## config.mk

```make
export PLATFORM = sky130hd
export DESIGN_NAME = mips_top
export DESIGN_NICKNAME = d
export VERILOG_FILES = /design/src/hdl/mips_pkg.sv /design/src/hdl/alu.sv /design/src/hdl/regfile.sv /design/src/hdl/lsu.sv /design/src/hdl/fetch_unit.sv /design/src/hdl/apb_arbiter.sv /design/src/hdl/core_ctrl.sv /design/src/hdl/mips_top.sv
export SDC_FILE = /design/constraint.sdc
export NUM_CORES = 2
export LEC_CHECK = 0
export BUFFER_PORTS_ARGS = -buffer_cell sky130_fd_sc_hd__buf_4
export CORE_MARGIN = 4
export CORE_UTILIZATION = 45
export CTS_BUF_LIST = sky130_fd_sc_hd__clkbuf_8 sky130_fd_sc_hd__clkbuf_16
export CTS_CLUSTER_SIZE = 20
export DETAILED_ROUTE_END_ITERATION = 7
export HOLD_SLACK_MARGIN = 0.06
export PLACE_DENSITY = 0.61
export SLEW_MARGIN = 25
export SYNTH_ARGS = -nofsm -noshare
export SYNTH_HDL_FRONTEND = slang
export SYNTH_SLANG_ARGS = --single-unit
```

## constraint.sdc

```tcl
create_clock -name clk -period 34.2 [get_ports clk]
set_input_delay 8.55 -clock clk [delete_from_list [all_inputs] [get_ports clk]]
set_output_delay 8.55 -clock clk [all_outputs]
set_load 0.02 [all_outputs]
```

## src/hdl/mips_pkg.sv

```systemverilog
package mips_pkg;

   // machine word and register index widths
   localparam int XLEN   = 32;
   localparam int REG_AW = 5;

   // reset pc, start of the text segment
   localparam logic [XLEN-1:0] TEXT_START = 32'h0040_0000;

   // primary opcodes of the kept subset
   localparam logic [5:0] OP_SPECIAL = 6'h00;
   localparam logic [5:0] OP_J       = 6'h02;
   localparam logic [5:0] OP_BEQ     = 6'h04;
   localparam logic [5:0] OP_BNE     = 6'h05;
   localparam logic [5:0] OP_ADDIU   = 6'h09;
   localparam logic [5:0] OP_ORI     = 6'h0d;
   localparam logic [5:0] OP_LUI     = 6'h0f;
   localparam logic [5:0] OP_LW      = 6'h23;
   localparam logic [5:0] OP_SW      = 6'h2b;

   // funct codes under OP_SPECIAL
   localparam logic [5:0] FN_SYSCALL = 6'h0c;
   localparam logic [5:0] FN_ADDU    = 6'h21;
   localparam logic [5:0] FN_SUBU    = 6'h23;
   localparam logic [5:0] FN_AND     = 6'h24;
   localparam logic [5:0] FN_OR      = 6'h25;
   localparam logic [5:0] FN_XOR     = 6'h26;
   localparam logic [5:0] FN_NOR     = 6'h27;
   localparam logic [5:0] FN_SLT     = 6'h2a;

   typedef enum logic [3:0] {
      ALU_ADD,
      ALU_SUB,
      ALU_AND,
      ALU_OR,
      ALU_XOR,
      ALU_NOR,
      ALU_SLT,
      ALU_LUI
   } alu_op_e;

   // register format
   typedef struct packed {
      logic [5:0]        op;
      logic [REG_AW-1:0] rs;
      logic [REG_AW-1:0] rt;
      logic [REG_AW-1:0] rd;
      logic [4:0]        shamt;
      logic [5:0]        funct;
   } inst_r_t;

   // immediate format, also loads, stores and branches
   typedef struct packed {
      logic [5:0]        op;
      logic [REG_AW-1:0] rs;
      logic [REG_AW-1:0] rt;
      logic [15:0]       imm;
   } inst_i_t;

   typedef struct packed {
      logic [5:0]  op;
      logic [25:0] target;
   } inst_j_t;

   // one instruction word seen through the three formats
   typedef union packed {
      inst_r_t r;
      inst_i_t i;
      inst_j_t j;
   } inst_t;

   typedef struct packed {
      logic [XLEN-1:0] addr;
      logic            write;
      logic [XLEN-1:0] wdata;
   } bus_req_t;

   typedef struct packed {
      logic            done;
      logic [XLEN-1:0] rdata;
   } bus_rsp_t;

endpackage

```

## src/hdl/alu.sv

```systemverilog
`timescale 1ns/1ps

module alu
(
   input  mips_pkg::alu_op_e         op,
   input  logic [mips_pkg::XLEN-1:0] a,
   input  logic [mips_pkg::XLEN-1:0] b,
   output logic [mips_pkg::XLEN-1:0] y,
   output logic                      zero
);

   localparam int HALF = mips_pkg::XLEN / 2;

   logic lt;

   // two's complement compare for slt
   assign lt = $signed(a) < $signed(b);

   always_comb
   begin
      case (op)
         mips_pkg::ALU_ADD:
            y = a + b;
         mips_pkg::ALU_SUB:
            y = a - b;
         mips_pkg::ALU_AND:
            y = a & b;
         mips_pkg::ALU_OR:
            y = a | b;
         mips_pkg::ALU_XOR:
            y = a ^ b;
         mips_pkg::ALU_NOR:
            y = ~(a | b);
         mips_pkg::ALU_SLT:
            y = {{(mips_pkg::XLEN-1){1'b0}}, lt};
         // immediate into the upper half, lower half cleared
         mips_pkg::ALU_LUI:
            y = {b[HALF-1:0], {HALF{1'b0}}};
         default:
            y = '0;
      endcase
   end

   // branch equality test
   assign zero = (y == '0);

endmodule

```

## src/hdl/regfile.sv

```systemverilog
`timescale 1ns/1ps

module regfile
(
   input  logic                        clk,
   input  logic                        rst_b,
   input  logic [mips_pkg::REG_AW-1:0] rs_idx,
   input  logic [mips_pkg::REG_AW-1:0] rt_idx,
   input  logic [mips_pkg::REG_AW-1:0] wr_idx,
   output logic [mips_pkg::XLEN-1:0]   rs_data,
   output logic [mips_pkg::XLEN-1:0]   rt_data,
   input  logic                        wr_en,
   input  logic [mips_pkg::XLEN-1:0]   wr_data
);

   logic [mips_pkg::XLEN-1:0] regs [2**mips_pkg::REG_AW];

   // r0 is cleared here and never written, so it always reads zero
   always_ff @(posedge clk or negedge rst_b)
   begin
      if (!rst_b)
      begin
         for (int k = 0; k < 2**mips_pkg::REG_AW; k++)
            regs[k] <= '0;
      end
      else if (wr_en && (wr_idx != '0))
         regs[wr_idx] <= wr_data;
   end

   // reads are combinational
   assign rs_data = regs[rs_idx];
   assign rt_data = regs[rt_idx];

endmodule

```

## src/hdl/lsu.sv

```systemverilog
`timescale 1ns/1ps

module lsu
(
   input  logic               clk,
   input  logic               rst_b,
   input  logic               mem_valid,
   input  mips_pkg::bus_req_t mem_req,
   output mips_pkg::bus_rsp_t mem_rsp,
   output logic               bus_valid,
   output mips_pkg::bus_req_t bus_req,
   input  mips_pkg::bus_rsp_t bus_rsp
);

   logic                      busy;
   logic                      accept;
   logic                      done_q;
   mips_pkg::bus_req_t        req_q;
   logic [mips_pkg::XLEN-1:0] rdata_q;

   assign accept = mem_valid && !busy;

   always_ff @(posedge clk or negedge rst_b)
   begin
      if (!rst_b)
      begin
         busy   <= 1'b0;
         done_q <= 1'b0;
      end
      else
      begin
         if (accept)
            busy <= 1'b1;
         else if (bus_rsp.done)
            busy <= 1'b0;
         // done back to control one cycle after the bus
         done_q <= bus_rsp.done;
      end
   end

   always_ff @(posedge clk)
   begin
      if (accept)
         req_q <= mem_req;
      if (bus_rsp.done)
         rdata_q <= bus_rsp.rdata;
   end

   assign bus_valid     = busy;
   assign bus_req       = req_q;
   assign mem_rsp.done  = done_q;
   assign mem_rsp.rdata = rdata_q;

   // control waits for done before it issues the next access
   a_no_overlap: assert property (@(posedge clk) disable iff (!rst_b)
      mem_valid |-> !busy);

endmodule

```

## src/hdl/fetch_unit.sv

```systemverilog
`timescale 1ns/1ps

module fetch_unit
(
   input  logic                      clk,
   input  logic                      rst_b,
   output logic                      bus_valid,
   output mips_pkg::bus_req_t        bus_req,
   input  mips_pkg::bus_rsp_t        bus_rsp,
   output logic                      inst_valid,
   output mips_pkg::inst_t           inst,
   output logic [mips_pkg::XLEN-1:0] inst_pc,
   input  logic                      inst_ready,
   input  logic                      redirect,
   input  logic [mips_pkg::XLEN-1:0] redirect_pc
);

   // next word to request
   logic [mips_pkg::XLEN-1:0] fetch_pc;
   // word currently on the bus
   logic [mips_pkg::XLEN-1:0] req_addr;
   logic                      pend;
   // outstanding transfer made stale by a redirect
   logic                      drop;
   logic                      buf_valid;
   mips_pkg::inst_t           buf_word;
   logic [mips_pkg::XLEN-1:0] buf_pc;
   logic                      take;
   logic                      launch;
   logic                      keep;

   assign take   = buf_valid && inst_ready;
   // the buffer is the prefetch slot, refill once it frees up
   assign launch = !pend && (!buf_valid || take || redirect);
   assign keep   = bus_rsp.done && !drop && !redirect;

   always_ff @(posedge clk or negedge rst_b)
   begin
      if (!rst_b)
      begin
         fetch_pc  <= mips_pkg::TEXT_START;
         pend      <= 1'b0;
         drop      <= 1'b0;
         buf_valid <= 1'b0;
      end
      else
      begin
         if (launch)
            pend <= 1'b1;
         else if (bus_rsp.done)
            pend <= 1'b0;
         // let the stale transfer finish, then forget it
         if (redirect && pend && !bus_rsp.done)
            drop <= 1'b1;
         else if (bus_rsp.done)
            drop <= 1'b0;
         if (redirect)
            fetch_pc <= redirect_pc;
         else if (keep)
            fetch_pc <= req_addr + 4;
         if (redirect || take)
            buf_valid <= 1'b0;
         else if (keep)
            buf_valid <= 1'b1;
      end
   end

   always_ff @(posedge clk)
   begin
      if (launch)
         req_addr <= redirect ? redirect_pc : fetch_pc;
      if (keep)
      begin
         buf_word <= bus_rsp.rdata;
         buf_pc   <= req_addr;
      end
   end

   assign bus_valid     = pend;
   assign bus_req.addr  = req_addr;
   assign bus_req.write = 1'b0;
   assign bus_req.wdata = '0;
   assign inst_valid    = buf_valid;
   assign inst          = buf_word;
   assign inst_pc       = buf_pc;

   // nothing from the old path reaches decode after a redirect
   a_redirect_flush: assert property (@(posedge clk) disable iff (!rst_b)
      redirect |=> !inst_valid);

endmodule

```

## src/hdl/apb_arbiter.sv

```systemverilog
`timescale 1ns/1ps

module apb_arbiter
(
   input  logic                      clk,
   input  logic                      rst_b,
   input  logic                      fetch_valid,
   input  mips_pkg::bus_req_t        fetch_req,
   output mips_pkg::bus_rsp_t        fetch_rsp,
   input  logic                      data_valid,
   input  mips_pkg::bus_req_t        data_req,
   output mips_pkg::bus_rsp_t        data_rsp,
   output logic [mips_pkg::XLEN-1:0] paddr,
   output logic                      pwrite,
   output logic [mips_pkg::XLEN-1:0] pwdata,
   output logic                      psel,
   output logic                      penable,
   input  logic [mips_pkg::XLEN-1:0] prdata,
   input  logic                      pready
);

   typedef enum logic [1:0] {ST_IDLE, ST_SETUP, ST_ACCESS} apb_state_e;

   apb_state_e         state;
   // owner of the current transfer, high for the data side
   logic               gnt_data;
   // request copy driven onto the bus
   mips_pkg::bus_req_t cur;
   logic               xfer_end;

   assign xfer_end = (state == ST_ACCESS) && pready;

   always_ff @(posedge clk or negedge rst_b)
   begin
      if (!rst_b)
      begin
         state    <= ST_IDLE;
         gnt_data <= 1'b0;
      end
      else
      begin
         case (state)
            ST_IDLE:
            begin
               // arbitration only here, data side wins a tie
               if (data_valid || fetch_valid)
               begin
                  state    <= ST_SETUP;
                  gnt_data <= data_valid;
               end
            end
            ST_SETUP:
               state <= ST_ACCESS;
            default:
            begin
               // wait states keep us here
               if (pready)
                  state <= ST_IDLE;
            end
         endcase
      end
   end

   // sampled only while idle so the transfer fields stay frozen
   always_ff @(posedge clk)
   begin
      if (state == ST_IDLE)
         cur <= data_valid ? data_req : fetch_req;
   end

   assign psel    = (state != ST_IDLE);
   assign penable = (state == ST_ACCESS);
   assign paddr   = cur.addr;
   assign pwrite  = cur.write;
   assign pwdata  = cur.wdata;

   // done goes only to the owner, read data is shared
   assign data_rsp.done   = xfer_end && gnt_data;
   assign data_rsp.rdata  = prdata;
   assign fetch_rsp.done  = xfer_end && !gnt_data;
   assign fetch_rsp.rdata = prdata;

   // no access phase outside a selected transfer
   a_enable_sel: assert property (@(posedge clk) disable iff (!rst_b)
      penable |-> psel);

   // address and data hold through the wait states
   a_stable_access: assert property (@(posedge clk) disable iff (!rst_b)
      penable |-> $stable(paddr) && $stable(pwrite) && $stable(pwdata));

endmodule

```

## src/hdl/core_ctrl.sv

```systemverilog
`timescale 1ns/1ps

module core_ctrl
(
   input  logic                        clk,
   input  logic                        rst_b,
   input  logic                        inst_valid,
   input  mips_pkg::inst_t             inst,
   input  logic [mips_pkg::XLEN-1:0]   inst_pc,
   output logic                        inst_ready,
   output logic                        redirect,
   output logic [mips_pkg::XLEN-1:0]   redirect_pc,
   output logic                        mem_valid,
   output mips_pkg::bus_req_t          mem_req,
   input  mips_pkg::bus_rsp_t          mem_rsp,
   output logic [mips_pkg::REG_AW-1:0] rs_idx,
   output logic [mips_pkg::REG_AW-1:0] rt_idx,
   output logic [mips_pkg::REG_AW-1:0] wr_idx,
   input  logic [mips_pkg::XLEN-1:0]   rs_data,
   input  logic [mips_pkg::XLEN-1:0]   rt_data,
   output logic                        wr_en,
   output logic [mips_pkg::XLEN-1:0]   wr_data,
   output mips_pkg::alu_op_e           alu_op,
   output logic [mips_pkg::XLEN-1:0]   alu_a,
   output logic [mips_pkg::XLEN-1:0]   alu_b,
   input  logic [mips_pkg::XLEN-1:0]   alu_y,
   input  logic                        alu_zero,
   output logic                        halted
);

   typedef enum logic [1:0] {S_WAIT, S_EXEC, S_MEM, S_WB} state_e;

   state_e                    state;
   // instruction in flight and its address
   mips_pkg::inst_t           ir;
   logic [mips_pkg::XLEN-1:0] pc_q;
   logic [mips_pkg::XLEN-1:0] ld_q;
   logic [mips_pkg::XLEN-1:0] pc4;
   logic [mips_pkg::XLEN-1:0] simm;
   logic [mips_pkg::XLEN-1:0] zimm;
   logic                      accept;
   logic                      is_r;
   logic                      is_lw;
   logic                      is_sw;
   logic                      is_j;
   logic                      reg_wr;
   logic                      taken;

   assign accept = inst_valid && inst_ready;
   assign is_r   = (ir.r.op == mips_pkg::OP_SPECIAL);
   assign is_lw  = (ir.i.op == mips_pkg::OP_LW);
   assign is_sw  = (ir.i.op == mips_pkg::OP_SW);
   assign is_j   = (ir.j.op == mips_pkg::OP_J);
   assign simm   = {{16{ir.i.imm[15]}}, ir.i.imm};
   assign zimm   = {16'h0000, ir.i.imm};
   assign pc4    = pc_q + 4;

   // operand b and result routing per opcode, unknown opcodes fall through as no-ops
   always_comb
   begin
      alu_op = mips_pkg::ALU_ADD;
      alu_b  = simm;
      reg_wr = 1'b0;
      case (ir.r.op)
         mips_pkg::OP_SPECIAL:
         begin
            alu_b  = rt_data;
            reg_wr = 1'b1;
            case (ir.r.funct)
               mips_pkg::FN_ADDU:
                  alu_op = mips_pkg::ALU_ADD;
               mips_pkg::FN_SUBU:
                  alu_op = mips_pkg::ALU_SUB;
               mips_pkg::FN_AND:
                  alu_op = mips_pkg::ALU_AND;
               mips_pkg::FN_OR:
                  alu_op = mips_pkg::ALU_OR;
               mips_pkg::FN_XOR:
                  alu_op = mips_pkg::ALU_XOR;
               mips_pkg::FN_NOR:
                  alu_op = mips_pkg::ALU_NOR;
               mips_pkg::FN_SLT:
                  alu_op = mips_pkg::ALU_SLT;
               // syscall and the rest write nothing
               default:
                  reg_wr = 1'b0;
            endcase
         end
         mips_pkg::OP_ADDIU, mips_pkg::OP_LW:
            reg_wr = 1'b1;
         mips_pkg::OP_ORI:
         begin
            alu_op = mips_pkg::ALU_OR;
            alu_b  = zimm;
            reg_wr = 1'b1;
         end
         mips_pkg::OP_LUI:
         begin
            alu_op = mips_pkg::ALU_LUI;
            alu_b  = zimm;
            reg_wr = 1'b1;
         end
         // compare by subtraction, zero flag decides
         mips_pkg::OP_BEQ, mips_pkg::OP_BNE:
         begin
            alu_op = mips_pkg::ALU_SUB;
            alu_b  = rt_data;
         end
         default:
            reg_wr = 1'b0;
      endcase
   end

   assign alu_a  = rs_data;
   assign rs_idx = ir.r.rs;
   assign rt_idx = ir.r.rt;
   assign wr_idx = is_r ? ir.r.rd : ir.r.rt;

   // regs and ir are unchanged since execute, so the compare is still valid here
   assign taken = ((ir.i.op == mips_pkg::OP_BEQ) && alu_zero)
                  || ((ir.i.op == mips_pkg::OP_BNE) && !alu_zero)
                  || is_j;
   assign redirect_pc = is_j ? {pc4[mips_pkg::XLEN-1:28], ir.j.target, 2'b00}
                             : pc4 + {simm[mips_pkg::XLEN-3:0], 2'b00};

   assign inst_ready = (state == S_WAIT) && !halted;
   assign redirect   = (state == S_WB) && taken;
   assign wr_en      = (state == S_WB) && reg_wr;
   assign wr_data    = is_lw ? ld_q : alu_y;

   // one strobe per access, the lsu holds it
   assign mem_valid     = (state == S_EXEC) && (is_lw || is_sw);
   assign mem_req.addr  = alu_y;
   assign mem_req.write = is_sw;
   assign mem_req.wdata = rt_data;

   always_ff @(posedge clk or negedge rst_b)
   begin
      if (!rst_b)
      begin
         state  <= S_WAIT;
         halted <= 1'b0;
      end
      else
      begin
         case (state)
            S_WAIT:
            begin
               if (accept)
                  state <= S_EXEC;
            end
            S_EXEC:
               state <= mem_valid ? S_MEM : S_WB;
            S_MEM:
            begin
               if (mem_rsp.done)
                  state <= S_WB;
            end
            default:
            begin
               state <= S_WAIT;
               // syscall retires here and parks the core
               if (is_r && (ir.r.funct == mips_pkg::FN_SYSCALL))
                  halted <= 1'b1;
            end
         endcase
      end
   end

   always_ff @(posedge clk)
   begin
      if (accept)
      begin
         ir   <= inst;
         pc_q <= inst_pc;
      end
      if (mem_rsp.done)
         ld_q <= mem_rsp.rdata;
   end

endmodule

```

## src/hdl/mips_top.sv

```systemverilog
`timescale 1ns/1ps

module mips_top
(
   input  logic                      clk,
   input  logic                      rst_b,
   output logic [mips_pkg::XLEN-1:0] paddr,
   output logic [mips_pkg::XLEN-1:0] pwdata,
   output logic                      pwrite,
   output logic                      psel,
   output logic                      penable,
   input  logic [mips_pkg::XLEN-1:0] prdata,
   input  logic                      pready,
   output logic                      halted
);

   // peers toward the arbiter
   logic                        f_valid;
   mips_pkg::bus_req_t          f_req;
   mips_pkg::bus_rsp_t          f_rsp;
   logic                        d_valid;
   mips_pkg::bus_req_t          d_req;
   mips_pkg::bus_rsp_t          d_rsp;

   // fetch to control
   logic                        inst_valid;
   logic                        inst_ready;
   mips_pkg::inst_t             inst;
   logic [mips_pkg::XLEN-1:0]   inst_pc;
   logic                        redirect;
   logic [mips_pkg::XLEN-1:0]   redirect_pc;

   // control to lsu
   logic                        mem_valid;
   mips_pkg::bus_req_t          mem_req;
   mips_pkg::bus_rsp_t          mem_rsp;

   // register file and alu
   logic [mips_pkg::REG_AW-1:0] rs_idx;
   logic [mips_pkg::REG_AW-1:0] rt_idx;
   logic [mips_pkg::REG_AW-1:0] wr_idx;
   logic [mips_pkg::XLEN-1:0]   rs_data;
   logic [mips_pkg::XLEN-1:0]   rt_data;
   logic                        wr_en;
   logic [mips_pkg::XLEN-1:0]   wr_data;
   mips_pkg::alu_op_e           alu_op;
   logic [mips_pkg::XLEN-1:0]   alu_a;
   logic [mips_pkg::XLEN-1:0]   alu_b;
   logic [mips_pkg::XLEN-1:0]   alu_y;
   logic                        alu_zero;

   fetch_unit fetch_i (
      .clk(clk), .rst_b(rst_b),
      .bus_valid(f_valid), .bus_req(f_req), .bus_rsp(f_rsp),
      .inst_valid(inst_valid), .inst(inst), .inst_pc(inst_pc), .inst_ready(inst_ready),
      .redirect(redirect), .redirect_pc(redirect_pc)
   );

   lsu lsu_i (
      .clk(clk), .rst_b(rst_b),
      .mem_valid(mem_valid), .mem_req(mem_req), .mem_rsp(mem_rsp),
      .bus_valid(d_valid), .bus_req(d_req), .bus_rsp(d_rsp)
   );

   apb_arbiter arb_i (
      .clk(clk), .rst_b(rst_b),
      .fetch_valid(f_valid), .fetch_req(f_req), .fetch_rsp(f_rsp),
      .data_valid(d_valid), .data_req(d_req), .data_rsp(d_rsp),
      .paddr(paddr), .pwrite(pwrite), .pwdata(pwdata),
      .psel(psel), .penable(penable), .prdata(prdata), .pready(pready)
   );

   core_ctrl ctrl_i (
      .clk(clk), .rst_b(rst_b),
      .inst_valid(inst_valid), .inst(inst), .inst_pc(inst_pc), .inst_ready(inst_ready),
      .redirect(redirect), .redirect_pc(redirect_pc),
      .mem_valid(mem_valid), .mem_req(mem_req), .mem_rsp(mem_rsp),
      .rs_idx(rs_idx), .rt_idx(rt_idx), .wr_idx(wr_idx),
      .rs_data(rs_data), .rt_data(rt_data), .wr_en(wr_en), .wr_data(wr_data),
      .alu_op(alu_op), .alu_a(alu_a), .alu_b(alu_b), .alu_y(alu_y), .alu_zero(alu_zero),
      .halted(halted)
   );

   alu alu_i (
      .op(alu_op), .a(alu_a), .b(alu_b), .y(alu_y), .zero(alu_zero)
   );

   regfile regs_i (
      .clk(clk), .rst_b(rst_b),
      .rs_idx(rs_idx), .rt_idx(rt_idx), .wr_idx(wr_idx),
      .rs_data(rs_data), .rt_data(rt_data), .wr_en(wr_en), .wr_data(wr_data)
   );

endmodule

```

; ---- Yosys cells after proc, flatten, opt, wreduce, memory -nomap -nowiden
; Cells that the tools add are included.
[word_totals]
ff_bits = 1421
ram_bits = 0
latchBits = 0
mem_count = 0
output_inout_bits = 68
input_bits = 35
rom_bits = 0
[classes]
n_shift = 0
addsub = 5
div_mod_pow = 0
n_eq_ne = 31
n_lt_le_gt_ge = 5
n_bitwise = 8
n_mul = 0
mux = 36
n_reduce_logical = 58
[ops]
columns = op, n
row1 = $bwmux W1024, 1
row2 = $bmux W32 S5, 2
row3 = $mux W32, 10
row4 = $pmux W32 S8, 1
row5 = $demux W32 S5, 1
row6 = $mux W65, 1
row7 = $add A32 B3 Y32 const B, 2
row8 = $add A32 B32 Y32, 2
row9 = $pmux W32 S2, 1
row10 = $eq A6 B6 Y1 const B, 9
row11 = $and A32 B32 Y32, 1
row12 = $logic_not A32 Y1, 1
row13 = $lt A32 B32 Y1, 1
row14 = $not A32 Y32, 1
row15 = $or A32 B32 Y32, 1
row16 = $sub A32 B32 Y32, 1
row17 = $xor A32 B32 Y32, 1
row18 = $eq A6 B4 Y1 const B, 4
row19 = $logic_and A1 B1 Y1, 19
row20 = $ge A6 B6 Y1 const B, 3
row21 = $not A5 Y6, 3
row22 = $pmux W3 S6, 1
row23 = $eq A4 B3 Y1 const B, 4
row24 = $pmux W4 S4, 1
row25 = 29 further kinds, 71

; ---- Depth between registers and ports, before layout
[logic_depth]
word_depth = 18
depth_mapped = 30
ltp_nobuf = 24

; ---- By module
; Synthesis repeated with hierarchy kept, for this count alone.
[unflattened]
hier_cells = 7050
hier_area_um2 = 80990.2
[by_module_without_submodules]
columns = module, area_per_inst_um2, seq_area_each_um2, cells_per_inst, n_inst
row1 = regfile, 55399.4, 25624.6, 4609, 1
row2 = core_ctrl, 7308.3, 2957.8, 715, 1
row3 = alu, 6239.7, 0.0, 955, 1
row4 = fetch_unit, 5591.6, 3759.9, 453, 1
row5 = apb_arbiter, 3465.8, 2026.9, 215, 1
row6 = lsu, 2985.4, 2962.8, 103, 1

; ---- Worst setup path before layout
; No wires, ideal clock.
[synth_path]
kind = input to register
from = input pready
to = register fetch_i.buf_word (netlist bit fetch_i.inst[0]) (enable)
t_required_ns = 33.635
cell_stages = 6
arrival_ns = 13.779
n_path_buf = 3
slack_ns = 19.856
path_cell_list = nand2_1 > or3_1 > clkbuf_1 > clkbuf_1 > clkbuf_1 > nor3_1
[synth_via]
elab_chain_cells = 4
[synth_rtl]
columns = item, line
row1 = start: declaration, mips_top.sv:13  ; input logic pready,
row2 = $logic_and A1 B1 Y1, apb_arbiter.sv:31  ; assign xfer_end = (state == ST_ACCESS) && pready;
row3 = $logic_and A1 B1 Y1, apb_arbiter.sv:80  ; assign fetch_rsp.done = xfer_end && !gnt_data;
row4 = $logic_and A1 B1 Y1 (2 in a row), fetch_unit.sv:35  ; assign keep = bus_rsp.done && !drop && !redirect;
row5 = named net fetch_i.keep, fetch_unit.sv:30  ; logic keep;
row6 = end signal: assignment, fetch_unit.sv:74  ; buf_word <= bus_rsp.rdata;
row7 = end: declaration, fetch_unit.sv:26  ; mips_pkg::inst_t buf_word;
; The timed path passes the listed nets, and every way through them passes these cells.
; A chain may end at the register's enable or synchronous reset.

==> results.json <==
{
  "synth-compound-area-share_pct": 13.6,
  "core-area_um2": 169000,
  "root_buffer": "clkbuf_16",
  "hp-class": "reg2reg",
  "syn_area_per_cell_um2": 11.4,
  "run_status": "complete, no violations",
  "cts_max_path_buffers": 3,
  "detail_route.wl_per_cell_um": 29.0,
  "hold_violations": 0,
  "routed_wl_um": 258000,
  "grt_usage_pct": 28.9,
  "grt_max_degree": 172,
  "worstPathMaxFanout": 104,
  "multi_input_area_um2": 37000,
  "peakVddDrop_uv": 52.4,
  "place_inst": 8596,
  "initial_utilization_pct": 45.3,
  "netlist_top_cells_area": "dfrtp_1 (35%), mux4_2 (19%), edfxtp_1 (14%)",
  "synth_common_cells": "nand2_1 (1253), o21ai_0 (1123), dfrtp_1 (1066), mux4_2 (632), clkbuf_1 (507)",
  "yosys.area.top_type": "dfrtp_1",
  "finalCritPeriodShare_pct": 33.9,
  "leakagePower_uw": 0.0350,
  "ys_warn_count": 0,
  "ios": 103,
  "yosys-mux-area-fraction_pct": 20.6,
  "grt_antenna_before_repair": 11,
  "nets": 6712,
  "synth_top_family_by_area": "multiplexers",
  "ys_seq_area_share_pct": 48.6,
  "rsz0062_at_grt": "false",
  "overflow": 0,
  "path_clk_slew_ns": 0.06,
  "port_buffers": 102,
  "synth-seq-cells": 1421,
  "grt_pass1_wl_um": 382000,
  "synth_cells": 6745,
  "htree_num_levels": 4,
  "vias_per_cell": 6.37,
  "fin_skew_ns": 0.0459,
  "drt_iter0_drc": 6424,
  "start_kind": "input pin",
  "max_cap_violations": 0,
  "slew_headroom_pct": 17.5,
  "synth_nets": 6919,
  "yosys.area_share.simple_pct": 10.0,
  "post-cts-setup-buffers": 0,
  "crit_type": "in2async",
  "drv_slew": 0,
  "critical_path_required_ns": 35.01,
  "dr.pass1.iters": 8,
  "regArea_um2": 37300,
  "tns_ns": 0,
  "num_vias": 56700,
  "powerDensity_nw_per_um2": 63.3,
  "period_needed_ns": 11.58,
  "synthAdderAreaFrac_pct": 2.29,
  "worstMarginPinSlew_ns": 1.23,
  "syn_area_um2": 76800,
  "place.gp.congestion": 0.993,
  "fillers": 14700,
  "area_growth_pct": 11.1,
  "die_w_um": 421,
  "worstSkewPairLatency_ns": 0.84,
  "grt_pass1_vias": 55700,
  "ctsResizeCount": 0,
  "row_count": 151,
  "synth_xor_area_share_pct": 1.00,
  "yosys.area.top_type_share_pct": 34.7,
  "synth_cell_types": 104,
  "synth_most_common_cell": "nand2_1",
  "drc": 0,
  "hpwl_um": 160000,
  "ys.flop_type": "dfrtp_1",
  "hold_buffers": 0,
  "max_freq_mhz": 86.3,
  "synthArstFlopShare_pct": 75.1,
  "setup_violations": 0,
  "cts_tree": "built",
  "die_area_um2": 177000,
  "r2r_slack_ns": 23.11,
  "drive_gt1_share_pct": 20.4,
  "cts-buffers-inserted": 156,
  "die_h_um": 421,
  "cts.sinks": 1421,
  "arrival_ns": 12.39,
  "stdcell_count": 8891,
  "ant_nets": 0,
  "synth_edf_count": 354,
  "end_kind": "asynchronous set/reset pin"
}
registers in the layout, summed over array words and instances (netlist names), 2 cells and up:
name	flops
ctrl_i.ld_q	32
ctrl_i.ir	32
lsu_i.rdata_q	32
lsu_i.bus_req	65
fetch_i.inst_pc	32
fetch_i.inst	32
fetch_i.req_addr	32
arb_i.paddr	32
ctrl_i.state	2
fetch_i.fetch_pc	32
arb_i.pwdata	32
regs_i.regs	1024
ctrl_i.pc_q	32
arb_i.state	2
path summary, 6_finish.rpt:
check                                                    from                            end  cells past startpoint
min in group asynchronous                               rst_b   regs_i.regs[714]$_DFFE_PN0P_                      1
worst min register to register  regs_i.regs[1018]$_DFFE_PN0P_  regs_i.regs[1018]$_DFFE_PN0P_                      0
max in group clk                   arb_i.state[1]$_DFFE_PN0P_                           psel                      4
worst min-delay path            regs_i.regs[1018]$_DFFE_PN0P_  regs_i.regs[1018]$_DFFE_PN0P_                      0
worst max register to register        ctrl_i.ir[21]$_DFFE_PP_  fetch_i.inst_pc[28]$_DFFE_PP_                     23
worst max-delay path                                    rst_b   regs_i.regs[223]$_DFFE_PN0P_                      5
placed cells by master (no fill, tap or decap), types with 27 or more instances in the layout:
cell type	synthesis	final
a211oi_1	39	39
a21o_1	45	45
a21oi_1	147	146
a221oi_1	81	81
a22o_1	28	28
a22oi_1	48	48
and2_1	63	63
and3_1	32	29
buf_4	8	231
clkbuf_16	0	160
clkbuf_8	0	29
clkinv_2	0	28
dfrtp_1	1066	1064
edfxtp_1	354	354
ha_1	136	136
inv_1	134	157
mux2_2	86	86
mux2i_1	64	41
mux4_2	632	632
nand2_1	1253	1222
nand2_4	0	27
nand3_1	61	60
nor2_1	159	154
nor2b_1	27	27
nor3_1	41	40
o211ai_1	30	30
o21ai_0	1123	1114
o21ai_1	43	43
xnor2_1	48	48
xor2_1	40	40
power breakdown:
part	internal [µW]	switching [µW]	total [µW]	leakage [µW]
sequential	1940	132	2070	0.0179
combinational	518	989	1510	0.0142
clock	1080	744	1820	0.00286
total	3540	1870	5400	0.0350
layout make-up:
cell class              instances  area share, %
clock buffers                 189           5.16
repair buffers                249           2.40
diodes                          4         0.0117
flip-flops and latches       1421           43.8
inverters                     137          0.603
well taps                    2218           3.25
multi-input cells            4573           43.4
clock inverters               100           1.42
per-stage QoR:
stage | cell area (µm²) | power (µW) | util (%) | hold WS [ns] | setup WS [ns]
detailed placement | 79600 | 3600 | 47.0 | 0.384 | 21.67
global placement | 79500 | 3570 | 46.9 | 0.376 | 21.46
floorplan | 76800 | 3050 | - | 0.400 | 19.86
global route | 85300 | 5630 | 50.3 | 0.409 | 21.96
CTS | 85200 | 5420 | 50.3 | 0.397 | 22.55
finish | 85300 | 5400 | 50.4 | 0.395 | 22.62
worst max-delay path: stages:
cell	delay [ns]
buf_8	0.55
buf_4	0.65
buf_4	0.79
buf_6	0.71
buf_4	0.84
cells by family after synthesis:
group,count (synthesis)
multiplexers,782
adder cells (fa/ha/maj),139
AND/OR/NAND/NOR,1786
flip-flops,1421
XOR/XNOR,88
AO/OA/AOI/OAI,1778
buffers and inverters,751
per-layer routing:
layer  GRT usage [%]  up-vias  wire (µm)
li1                -    24500          -
met1            40.5    28900     106000
met2            45.2     2662     119000
met3            5.01      542      20900
met4            11.9        2      11700
met5               0        -         13
No activity file was read; power rests on OpenSTA's default activity.
